$ cat src/logic/vga_pkg.sv
package vga_pkg;

  typedef logic [15:0] coord_t;
  typedef logic [7:0]  pal_idx_t;
  // red in the top byte, then green, then blue
  typedef logic [23:0] colour_t;
  typedef logic [1:0]  lane_addr_t;

  typedef enum logic [1:0] {
    FETCH_IDLE,
    FETCH_BUS,
    FETCH_LOOKUP,
    FETCH_STORE
  } fetch_state_t;

  // horizontal timing in pixels
  localparam coord_t H_ACTIVE = 16;
  localparam coord_t H_FRONT  = 2;
  localparam coord_t H_SYNC   = 4;
  localparam coord_t H_BACK   = 26;
  localparam coord_t H_TOTAL  = H_ACTIVE + H_FRONT + H_SYNC + H_BACK;

  // vertical timing in lines
  localparam coord_t V_ACTIVE = 4;
  localparam coord_t V_FRONT  = 1;
  localparam coord_t V_SYNC   = 2;
  localparam coord_t V_BACK   = 1;
  localparam coord_t V_TOTAL  = V_ACTIVE + V_FRONT + V_SYNC + V_BACK;

  localparam int PIX_PER_WORD   = 4;
  localparam int WORDS_PER_LINE = H_ACTIVE / PIX_PER_WORD;
  localparam int PAL_ENTRIES    = 256;

endpackage

$ cat src/logic/bus_pkg.sv
package bus_pkg;

  typedef logic [31:0] adr_t;
  typedef logic [31:0] data_t;
  typedef logic [3:0]  sel_t;
  // slave side is word addressed
  typedef logic [10:0] reg_adr_t;

  // palette window 0x000..0x0ff, matched on the top three address bits
  localparam logic [2:0] PAL_REGION = 3'h0;

  localparam reg_adr_t REG_BASE = 11'h500;
  localparam reg_adr_t REG_CTRL = 11'h501;

  // control register fields
  localparam int CTRL_EN_BIT = 0;

  localparam adr_t BASE_RESET = 32'hC000_0000;

endpackage

$ cat src/logic/vga_fetch.sv
`timescale 1ns/1ps

module vga_fetch (
  input  logic                clk_i,
  input  logic                rst_i,
  input  bus_pkg::adr_t       base_addr_i,
  input  logic                disp_en_i,
  input  logic                line_start_i,
  input  vga_pkg::coord_t     line_y_i,
  input  bus_pkg::data_t      master_dat_i,
  input  logic                master_ack_i,
  output bus_pkg::adr_t       master_adr_o,
  output logic                master_cyc_o,
  output logic                master_stb_o,
  output logic                master_we_o,
  output bus_pkg::sel_t       master_sel_o,
  output vga_pkg::pal_idx_t   lane_idx0_o,
  output vga_pkg::pal_idx_t   lane_idx1_o,
  output vga_pkg::pal_idx_t   lane_idx2_o,
  output vga_pkg::pal_idx_t   lane_idx3_o,
  output logic                wr_en_o,
  output logic                wr_bank_o,
  output vga_pkg::lane_addr_t wr_word_o
);

  vga_pkg::fetch_state_t state;
  vga_pkg::lane_addr_t   word_cnt;
  vga_pkg::coord_t       next_y;
  bus_pkg::adr_t         row_off;
  bus_pkg::data_t        word_q;
  logic                  bank_q;
  logic                  start;

  // line after the one on screen, wrapping at the end of the frame
  assign next_y = (line_y_i == vga_pkg::V_TOTAL - 1'b1) ? '0 : line_y_i + 1'b1;
  assign start  = line_start_i && disp_en_i && (next_y < vga_pkg::V_ACTIVE);

  assign master_cyc_o = (state == vga_pkg::FETCH_BUS);
  assign master_stb_o = master_cyc_o;
  assign master_we_o  = 1'b0;
  assign master_sel_o = '1;
  assign master_adr_o = base_addr_i + row_off + bus_pkg::adr_t'({word_cnt, 2'b00});

  // leftmost pixel sits in the top byte
  assign lane_idx0_o = word_q[31:24];
  assign lane_idx1_o = word_q[23:16];
  assign lane_idx2_o = word_q[15:8];
  assign lane_idx3_o = word_q[7:0];

  assign wr_en_o   = (state == vga_pkg::FETCH_STORE);
  assign wr_bank_o = bank_q;
  assign wr_word_o = word_cnt;

  always_ff @(posedge clk_i or posedge rst_i) begin
    if (rst_i) begin
      state    <= vga_pkg::FETCH_IDLE;
      word_cnt <= '0;
      row_off  <= '0;
      bank_q   <= 1'b0;
    end else begin
      case (state)
        vga_pkg::FETCH_IDLE: begin
          if (start) begin
            state    <= vga_pkg::FETCH_BUS;
            word_cnt <= '0;
            row_off  <= bus_pkg::adr_t'(next_y) * bus_pkg::adr_t'(vga_pkg::H_ACTIVE);
            bank_q   <= next_y[0];
          end
        end
        vga_pkg::FETCH_BUS: begin
          if (master_ack_i) begin
            state <= vga_pkg::FETCH_LOOKUP;
          end
        end
        // palette read takes this cycle
        vga_pkg::FETCH_LOOKUP: state <= vga_pkg::FETCH_STORE;
        vga_pkg::FETCH_STORE: begin
          if (word_cnt == vga_pkg::lane_addr_t'(vga_pkg::WORDS_PER_LINE - 1)) begin
            state <= vga_pkg::FETCH_IDLE;
          end else begin
            word_cnt <= word_cnt + 1'b1;
            state    <= vga_pkg::FETCH_BUS;
          end
        end
        default: state <= vga_pkg::FETCH_IDLE;
      endcase
    end
  end

  always_ff @(posedge clk_i) begin
    if (master_cyc_o && master_ack_i) begin
      word_q <= master_dat_i;
    end
  end

  // a line must be complete before the timing asks for the next one
  assert property (@(posedge clk_i) disable iff (rst_i)
    line_start_i |-> state == vga_pkg::FETCH_IDLE);

  // request held with a steady address until the slave answers
  assert property (@(posedge clk_i) disable iff (rst_i)
    master_stb_o && !master_ack_i |=> master_stb_o && $stable(master_adr_o));

endmodule

$ cat config.mk
export PLATFORM = sky130hd
export DESIGN_NAME = vga_fetch
export DESIGN_NICKNAME = d
export VERILOG_FILES = /design/src/logic/vga_pkg.sv /design/src/logic/bus_pkg.sv /design/src/logic/vga_fetch.sv
export SDC_FILE = /design/constraint.sdc
export NUM_CORES = 1
export LEC_CHECK = 0
export BUFFER_PORTS_ARGS = -buffer_cell sky130_fd_sc_hd__buf_2
export CORE_MARGIN = 3
export CORE_UTILIZATION = 30
export CTS_CLUSTER_SIZE = 30
export DETAILED_ROUTE_END_ITERATION = 6
export GPL_TIMING_DRIVEN = 0
export MAX_ROUTING_LAYER = met4
export SKIP_CTS_REPAIR_TIMING = 1
export SYNTH_ARGS = -nofsm -noshare
export SYNTH_HDL_FRONTEND = slang
export SYNTH_SLANG_ARGS = --single-unit
$ cat constraint.sdc
create_clock -name clk_i -period 4.4 [get_ports clk_i]
set_input_delay 0.22 -clock clk_i [delete_from_list [all_inputs] [get_ports clk_i]]
set_output_delay 0.22 -clock clk_i [all_outputs]
set_load 0.05 [all_outputs]
-- Word-level counts from Yosys, hierarchy flattened
Index checks and enable logic that the tools add are counted.
- add/sub/neg operators: 4
- order comparisons: 1
- equal/unequal tests: 8
- mux-type cells: 8
- reduce and logical (&&, ||, !) cells: 8
- operator list (cell ; number):
    $add 32x20->32 ; 1
    $add 32x4->32 ; 1
    $add 16x1->16 const B ; 1
    $eq 16x3->1 const B ; 1
    $lt 16x3->1 const B ; 1
    $mux 16 ; 1
    $mux 2 ; 4
    $pmux 2 s4 ; 1
    $eq 2x2->1 const B ; 3
    $ne 2x2->1 const B ; 3
    $pmux 2 s2 ; 1
    $reduce_and 2->1 ; 2
    $logic_and 1x1->1 ; 3
    $reduce_and 3->1 ; 1
    $add 2x1->2 const B ; 1
    $eq 2x1->1 const B ; 1
    $logic_not 2->1 ; 1
    $reduce_bool 2->1 ; 1
    $mux 1 ; 1
- register bits after elaboration: 53
- bits of input ports: 85
- output and inout port bits: 75
- word-level logic and storage cells: 34

-- Longest topological paths before layout
Gate-level depths: netlist of the first run.
- depth in word-level cells: 6
- mapped depth: 10
- mapped depth without buffers: 10

-- Worst setup path after synthesis of the first run
Ideal clock, no wire load.
- path type: register -> output
- from: reg word_cnt[0], in the netlist wr_word_o[0]
- to: out master_adr_o[30]
- data arrival time: 3.322 ns
- data required time: 4.180 ns
- slack: 0.858 ns
- cell stages (with the launch flop): 11
- buffers on the path: 0
- cell sequence: dfrtp_1 > ha_1 > inv_1 > fa_1 > nor2b_1 > o31a_1 > o41a_1 > a311o_1 > a41oi_2 > nor2_1 > xor2_1
- longest elaborated chain between the ends: 1
- RTL lines (what ; RTL line ; source):
    from (decl) ; vga_fetch.sv:27 ; vga_pkg::lane_addr_t word_cnt;
    from (signal assigned) ; vga_fetch.sv:81 ; word_cnt <= word_cnt + 1'b1;
    $add 32x4->32 ; vga_fetch.sv:42 ; assign master_adr_o = base_addr_i + row_off + bus_pkg::adr_t'({word_cnt, 2'b00});
    to (decl) ; vga_fetch.sv:12 ; output bus_pkg::adr_t master_adr_o,
Every way passes these cells.

-- Final worst setup path of the first run
- from: reg word_cnt[0], in the netlist wr_word_o[0]
- to: out master_adr_o[26]
Same word-level chain as after synthesis.

==> results of run 1 <==
-- cell families after synthesis --
kind of cell    after synthesis  share of synthesized area (%)
simple gates                109                           18.1
compound gates               63                           15.0
flops                        52                           44.2
xor+xnor                     28                           7.41
fa+ha+maj                    25                           9.68
buf+inv                      22                           3.67
mux                           5                           1.78
other cells                   2                          0.227
-- layout by cell type (no fill, tap or decap), types with 11 or more instances in the layout --
master	n
edfxtp_1	32
buf_2	153
xnor2_1	19
inv_1	11
ha_1	24
nor2b_1	16
nor2_1	32
a21oi_1	13
dfrtp_1	20
nand2_1	15
-- area by class of cell --
class	instances	share of cell area (%)
inverters	12	1.04
clock inverters	2	0.375
repair buffers	152	17.5
clock buffers	6	1.67
multi-input cells	235	40.0
plain buffers	10	1.76
flip-flops and latches	52	33.7
well taps	136	3.92
-- flip-flops by register name, summed over array words and instances (netlist names) --
signal	flops
wr_word_o	2
word_q	32
state	2
row_off	16
-- per-stage QoR --
stage,util (%),area [sq um],hold WS (ns),setup slack (ns),power [mW]
global route,41.3,4340,0.0607,0.546,1.83
finish,41.3,4340,0.0612,0.736,1.73
detailed placement,40.4,4250,0.398,1.10,1.48
CTS,41.3,4340,0.0706,0.735,1.76
floorplan,-,3320,0.184,0.858,1.28
global placement,40.4,4250,0.398,1.12,1.46
-- routing by layer --
layer | wire length (microns) | up-vias | share of wire [%]
met3 | 625 | 5 | 7.6
met5 | 0 | - | 0
li1 | - | 1440 | -
met2 | 3910 | 120 | 48
met4 | 16 | 0 | 0.19
met1 | 3670 | 1253 | 45
-- worst max-delay path by stage --
stage / endpoint / slack [ns] / startpoint / cells after the start
after detailed placement: master_adr_o[26] / 1.10 / wr_word_o[0] / 11
after global routing: master_adr_o[26] / 0.55 / wr_word_o[0] / 11
final: master_adr_o[26] / 0.74 / wr_word_o[0] / 11
after global placement: master_adr_o[26] / 1.12 / wr_word_o[0] / 11
after floorplan: master_adr_o[30] / 0.86 / wr_word_o[0] / 10
after CTS: master_adr_o[26] / 0.74 / wr_word_o[0] / 11
-- worst reg2reg max path: stages, from the launching register on --
cell and delay, ns:
dfrtp_1 0.42, inv_1 0.11, ha_1 0.20, and2_2 0.64
-- where the power goes --
group          internal, mW  total, mW  switching, mW
logic                 0.229      0.823          0.595
clock network         0.113      0.268          0.155
registers             0.606      0.638         0.0322
total                 0.948       1.73          0.781
==> flow_summary.ini, run 1 <==
[clock_network]
cts_root_buffer = clkbuf_8
insertion_delay_ns = 0.30
clockBufferDepth = 2
cts_buffers = 5
clk_pin_slew_worst_paths_ns = 0.09
cts_tree = done
htreeDepth = 2
clock_sinks = 52

[yosys]
yosys.area.top_type = edfxtp_1
synthFlopType = edfxtp_1
postSynthAreaPerCell_sq_um = 10.8
synth_area_leaders = edfxtp_1 29%, dfrtp_1 15%, ha_1 9.1%
netlist_top_cells_count = 32 x edfxtp_1, 32 x nor2_1, 24 x ha_1, 20 x dfrtp_1, 19 x xnor2_1
ys_seq_area_share_pct = 44.2
async_flop_share_pct = 38.5
syn_inst = 306
netlist-cell-type-count = 59
synth_top_area_share_pct = 29.0
synth-edff-count = 32
synth_area_sq_um = 3310
ys_warn_count = 0
synth_seq_cells = 52

[worst_setup_path]
cp_top_family = compound AO/OA/AOI/OAI gates
critPathLaunchType = flop
slowest_delay_ns = 0.47
r2r_cells = 3
path_max_fanout = 6
path_buf_inv = 2
timing.rr.start = state[1]
slowest_stage = dfrtp_1
critPathArrivalTime_ns = 3.44
crit_type = reg2out
r2r_end = word_q[31]
ff2ff_setup_slack_ns = 2.64
endpoint_kind = primary output
cp_data_required_time_ns = 4.18
path_cells = ha_1, inv_1, fa_1, nor2b_1, o31a_1, o41a_1, a311o_1, a41oi_2, nand2b_1, xnor2_1, buf_2

[drt]
vias = 2818
drcViolationCount = 0
drt_first_pass_iters = 4
wl_per_cell_microns = 13.6
wirelength_microns = 8220
drt_iter0_markers = 88
ant_nets = 0
vias_per_cell = 4.66

[timing]
fin_setup_tns_ns = 0
hold_viol = 0
min_period_ns = 3.66
period_share_pct = 83.3
rsz0062_at_grt = false
finalClockSkew_ns = 0.00801
max-slew-margin-rel_pct = 45.2
slew_violations = 0
worstMarginPinSlew_ns = 0.822
finalSetupViolations = 0
fmax_mhz = 273

[floorplan]
die_x_microns = 111
start_util_pct = 31.5
num_rows = 37
ios = 160
coreArea_sq_um = 10500
die_area_sq_um = 12300
fp.dieH_microns = 111

[final_layout]
register_area_sq_um = 1460
drive_above_1_share_pct = 39.2
fillers = 1044
area_growth_pct = 31.2
finalNetCount = 578
fin_cells = 605
diodes = 0
multi_input_area_sq_um = 1740

[job]
drv_cap = 0

[global_route]
grt_pass1_wl_microns = 13200
grt_pass1_vias = 2792
grt-ovfl-total = 0
gr-usage-met1_pct = 16.9
grt_max_degree = 33
grtUsageMet2_pct = 21.7
grtUsageMet3_pct = 2.95
antenna_found_initial = 0
grt.total_usage_pct = 13.0
grt.busiest_layer = met2

[placement]
port_buffers = 152
dp_hpwl_microns = 6840
gp_congestion = 0.862
placedCellCount = 597

[worst_hold_path]
hold_path_class = in2async

[power_and_ir_drop]
p_per_area_nw_per_um2 = 398
peakVddDrop_uv = 166
power.leakage_nw = 2.08

[run_status]
status = completed
Note: power is estimated with default switching activity, not from simulation.
==> run 2, diff against run 1 <==
==> constraint.sdc (replaced) <==
create_clock -name clk_i -period 3.05 [get_ports clk_i]
set_input_delay 0.1525 -clock clk_i [delete_from_list [all_inputs] [get_ports clk_i]]
set_output_delay 0.1525 -clock clk_i [all_outputs]
set_load 0.05 [all_outputs]
==> flow_summary.ini, run 2 (synthesized netlist as in run 1, its figures left out) <==
[run_status]
status = finished, violations left
violations = negative hold slack, negative setup slack

[drt]
ant_nets = 0
drt_first_pass_iters = 4
drcViolationCount = 0
wirelength_microns = 8910
vias_per_cell = 4.75
wl_per_cell_microns = 14.3
vias = 2956
drt_iter0_markers = 140

[final_layout]
diodes = 0
largest_reg_flops = 32
final_common_cell = buf_2
reg_top3 = word_q (32), row_off (16)
drive_above_1_share_pct = 46.7
area_growth_pct = 45.2
top_register = word_q
final_cell_mix = 138 x buf_2, 32 x edfxtp_1, 29 x nor2_1
fin_cells = 622
finalNetCount = 595

[clock_network]
htreeDepth = 2
cts_buffers = 5
cts_tree = done
clk_pin_slew_worst_paths_ns = 0.09
clock_sinks = 52
insertion_delay_ns = 0.30
cts_root_buffer = clkbuf_8
clockBufferDepth = 2

[worst_setup_path]
critPathArrivalTime_ns = 3.30
crit_type = reg2out
path_max_fanout = 6
critPathLaunchType = flop
endpoint_kind = primary output
cp_data_required_time_ns = 2.90

[floorplan]
ios = 160
num_rows = 37
coreArea_sq_um = 10500
fp.dieH_microns = 111
die_area_sq_um = 12300
start_util_pct = 31.5
die_x_microns = 111

[global_route]
antenna_found_initial = 0
grt_pass1_vias = 2840
grt.total_usage_pct = 14.2
grt_max_degree = 33
grt_pass1_wl_microns = 14100
grt-ovfl-total = 0

[job]
drv_cap = 0

[timing]
rsz0062_at_grt = true
finalClockSkew_ns = 0.00738
max-slew-margin-rel_pct = 48.5
whs_ns = -0.0270
finalSetupViolations = 11
fmax_mhz = 289
hold_viol = 20
min_period_ns = 3.46
worstMarginPinSlew_ns = 0.772
period_share_pct = 113
setup_slack_ns = -0.406
fin_setup_tns_ns = -2.47
slew_violations = 0

[placement]
dp_hpwl_microns = 7000
place_ws_ns = -0.221
port_buffers = 152
gp_congestion = 0.867
placedCellCount = 597

[power_and_ir_drop]
p_per_area_nw_per_um2 = 537
totalPowerFinal_mw = 2.58
power.leakage_nw = 2.27
peakVddDrop_uv = 338

[worst_hold_path]
hold_path_class = in2async
## run 2: cell count changes in the layout (fill, tap and decap cells not counted), moves of 6 or more
cell           change
buf_6             +11
xor2_1             -7
buf_2             -15
xnor2_2            +6
dlygate4sd3_1      +6
xnor2_1            -6
buf_4             +15
xor2_2             +6
## run 2: path summary, 6_finish.rpt
check	to	depth (start not counted)	slack, ns	from
setup / recovery	master_adr_o[22]	11	-0.41	wr_word_o[0]
hold / removal	row_off[5]	2	-0.03	rst_i
setup reg to reg	word_q[6]	3	1.34	state[1]
hold reg to reg	row_off[10]	1	0.52	row_off[10]
max in group asynchronous	row_off[4]	2	2.54	rst_i
min in group clk_i	word_q[15]	1	0.02	master_dat_i[15]
## run 2: routing by layer
| layer | track usage (%) | share of wire, % | vias up |
|---|---|---|---|
| met5 | - | 0 | - |
| met4 | 3.41 | 1.0 | 0 |
| met3 | 3.28 | 8.7 | 4 |
| met2 | 23.3 | 46 | 148 |
| met1 | 17.9 | 44 | 1348 |
| li1 | - | - | 1456 |
## run 2: worst max-delay path, cell delays in order (launching register included)
cell	delay, ns
dfrtp_2	0.45
ha_4	0.19
inv_2	0.06
fa_2	0.21
nor2b_2	0.05
o31a_1	0.34
o41a_1	0.45
a311o_1	0.39
a41oi_4	0.36
nor2_2	0.11
xor2_4	0.19
buf_4	0.19
## run 2: cell type report
cell class              instances  area [sq um]
fillers                       988          5700
plain buffers                  10          76.3
well taps                     136           170
clock inverters                 2          16.3
inverters                      12          45.0
multi-input cells             235          1980
flip-flops and latches         52          1470
clock buffers                   6          72.6
repair buffers                169           982
## run 2: through the flow
| step | instance area [sq um] | util (%) | hold slack [ns] |
|---|---|---|---|
| 6_report | 4800 | 45.7 | -0.0270 |
| 5_1_grt | 4800 | 45.7 | 0.00221 |
| 4_1_cts | 4450 | 42.4 | 0.00571 |
| 3_5_place_dp | 4360 | 41.5 | 0.331 |
| 3_3_place_gp | 4360 | 41.5 | 0.330 |
| 2_1_floorplan | 3430 | - | 0.116 |
## run 2: where the power goes
group          switching, mW  internal (mW)  total [mW]
Clock                  0.223          0.163       0.387
Sequential            0.0432          0.876       0.919
Combinational          0.883          0.393        1.28
Total                   1.15           1.43        2.58
==> run 3, diff against run 2 <==
--- a/config.mk
+++ b/config.mk
@@ -7,11 +7,12 @@
 export LEC_CHECK = 0
 export BUFFER_PORTS_ARGS = -buffer_cell sky130_fd_sc_hd__buf_2
 export CORE_MARGIN = 3
-export CORE_UTILIZATION = 30
+export CORE_UTILIZATION = 42
 export CTS_CLUSTER_SIZE = 30
 export DETAILED_ROUTE_END_ITERATION = 6
 export GPL_TIMING_DRIVEN = 0
 export MAX_ROUTING_LAYER = met4
+export PLACE_DENSITY = 0.77
 export SKIP_CTS_REPAIR_TIMING = 1
 export SYNTH_ARGS = -nofsm -noshare
 export SYNTH_HDL_FRONTEND = slang
==> flow_summary.ini, run 3 (synthesized netlist as in run 1, its figures left out) <==
[job]
drv_cap = 0

[worst_setup_path]
critPathArrivalTime_ns = 3.33
endpoint_kind = primary output
crit_type = reg2out
cp_data_required_time_ns = 2.90
slowest_delay_ns = 0.46
path_max_fanout = 6
slowest_stage = dfrtp_2
critPathLaunchType = flop
path_cells = ha_4, inv_2, fa_2, nor2b_2, o31a_1, o41a_1, a311o_1, a41oi_4, nand2b_4, xnor2_2, buf_6

[clock_network]
insertion_delay_ns = 0.31
htreeDepth = 2
cts_buffers = 5
cts_root_buffer = clkbuf_8
clockBufferDepth = 2
clk_pin_slew_worst_paths_ns = 0.10
cts_tree = done
clock_sinks = 52

[timing]
finalClockSkew_ns = 0.0121
whs_ns = -0.0380
worstMarginPinSlew_ns = 0.766
fin_setup_tns_ns = -2.95
setup_slack_ns = -0.435
rsz0062_at_grt = true
min_period_ns = 3.49
period_share_pct = 114
hold_viol = 20
slew_violations = 0
fmax_mhz = 287
max-slew-margin-rel_pct = 48.9
finalSetupViolations = 12

[power_and_ir_drop]
p_per_area_nw_per_um2 = 549
power.leakage_nw = 2.27
p_sw_share_pct = 45.0
p_int_mw = 1.42
sequentialPowerShare_pct = 35.7
combPwrFrac_pct = 48.6
peakVddDrop_uv = 362
p_switching_mw = 1.16
p_clk_share_pct = 15.7

[final_layout]
fin_cells = 581
largest_reg_flops = 32
finalNetCount = 591
diodes = 0
reg_top3 = word_q (32), row_off (16)
final_cell_mix = 139 x buf_2, 32 x edfxtp_1, 30 x nor2_1
finish.utilization_pct = 63.2
area_growth_pct = 42.3
top_register = word_q
final_common_cell = buf_2
drive_above_1_share_pct = 46.9

[drt]
vias_per_cell = 5.04
wirelength_microns = 8620
drcViolationCount = 0
drt_first_pass_iters = 4
wl_per_cell_microns = 14.8
vias = 2929
ant_nets = 0
drt_iter0_markers = 136

[global_route]
grt.total_usage_pct = 18.0
antenna_found_initial = 0
grt-ovfl-total = 0
grt_pass1_vias = 2754
grt_pass1_wl_microns = 12500
grt_max_degree = 33

[floorplan]
die_area_sq_um = 8980
ios = 160
fp.dieH_microns = 94.8
coreArea_sq_um = 7450
start_util_pct = 44.4
num_rows = 31
die_x_microns = 94.8

[placement]
gp_congestion = 0.848
dp_hpwl_microns = 6880
placedCellCount = 560
port_buffers = 152

[run_status]
status = finished, violations left
violations = negative hold slack, negative setup slack

[worst_hold_path]
hold_path_class = in2async
run 3: cell count changes in the layout (fill, tap and decap cells not counted), sizes merged:
cell | before | now
buf | 173 | 172
inv | 12 | 14
dlygate4sd3 | 6 | 2
clkinv | 1 | 0
run 3: power groups by stage:
stage	logic, mW	registers [mW]	clock network, mW
finish	1.25	0.921	0.406
global route	1.34	0.931	0.449
CTS	1.19	0.927	0.416
detailed placement	1.19	0.943	0
global placement	1.17	0.940	0
floorplan	0.636	1.21	0
run 3: cell type report:
type                            count  area, sq um
Multi-Input combinational cell    235         1960
Fill cell                         631         2740
Tap cell                           99          124
Clock inverter                      3         25.0
Sequential cell                    52         1470
Timing Repair Buffer              165          940
Buffer                             10         76.3
Inverter                           12         45.0
Clock buffer                        5         68.8
run 3: per-stage QoR:
stage / instance area, sq um / power, mW / setup WS (ns)
global placement: 4320 / 2.11 / -0.152
finish: 4710 / 2.58 / -0.435
detailed placement: 4320 / 2.13 / -0.193
CTS: 4410 / 2.54 / -0.543
floorplan: 3430 / 1.85 / -0.0504
global route: 4710 / 2.72 / -0.532
run 3: path summary, 6_finish.rpt:
path / slack (ns) / start / cells after the start / endpoint
worst max-delay path: -0.44 / wr_word_o[0] / 11 / master_adr_o[26]
worst min-delay path: -0.04 / rst_i / 2 / row_off[15]
worst max register to register: 1.30 / state[1] / 3 / word_q[20]
worst min register to register: 0.51 / row_off[7] / 1 / row_off[7]
max in group asynchronous: 2.56 / rst_i / 2 / row_off[4]
min in group clk_i: 0.02 / master_dat_i[14] / 1 / word_q[14]
run 3: critical path, delay by kind of cell, from the launching register on:
kind	cells	cell delay, ns
AND/OR/NAND/NOR	2	0.27
XOR/XNOR	1	0.11
buffers and inverters	2	0.22
adder cells (fa/ha/maj)	2	0.39
AO/OA/AOI/OAI	4	1.57
flip-flops	1	0.46
run 3: routing by layer:
| layer | track usage [%] | share of wire [%] |
|---|---|---|
| met1 | 22.0 | 40 |
| met2 | 31.0 | 50 |
| met3 | 4.46 | 9.5 |
| met4 | 2.16 | 0.093 |
| met5 | - | 0 |
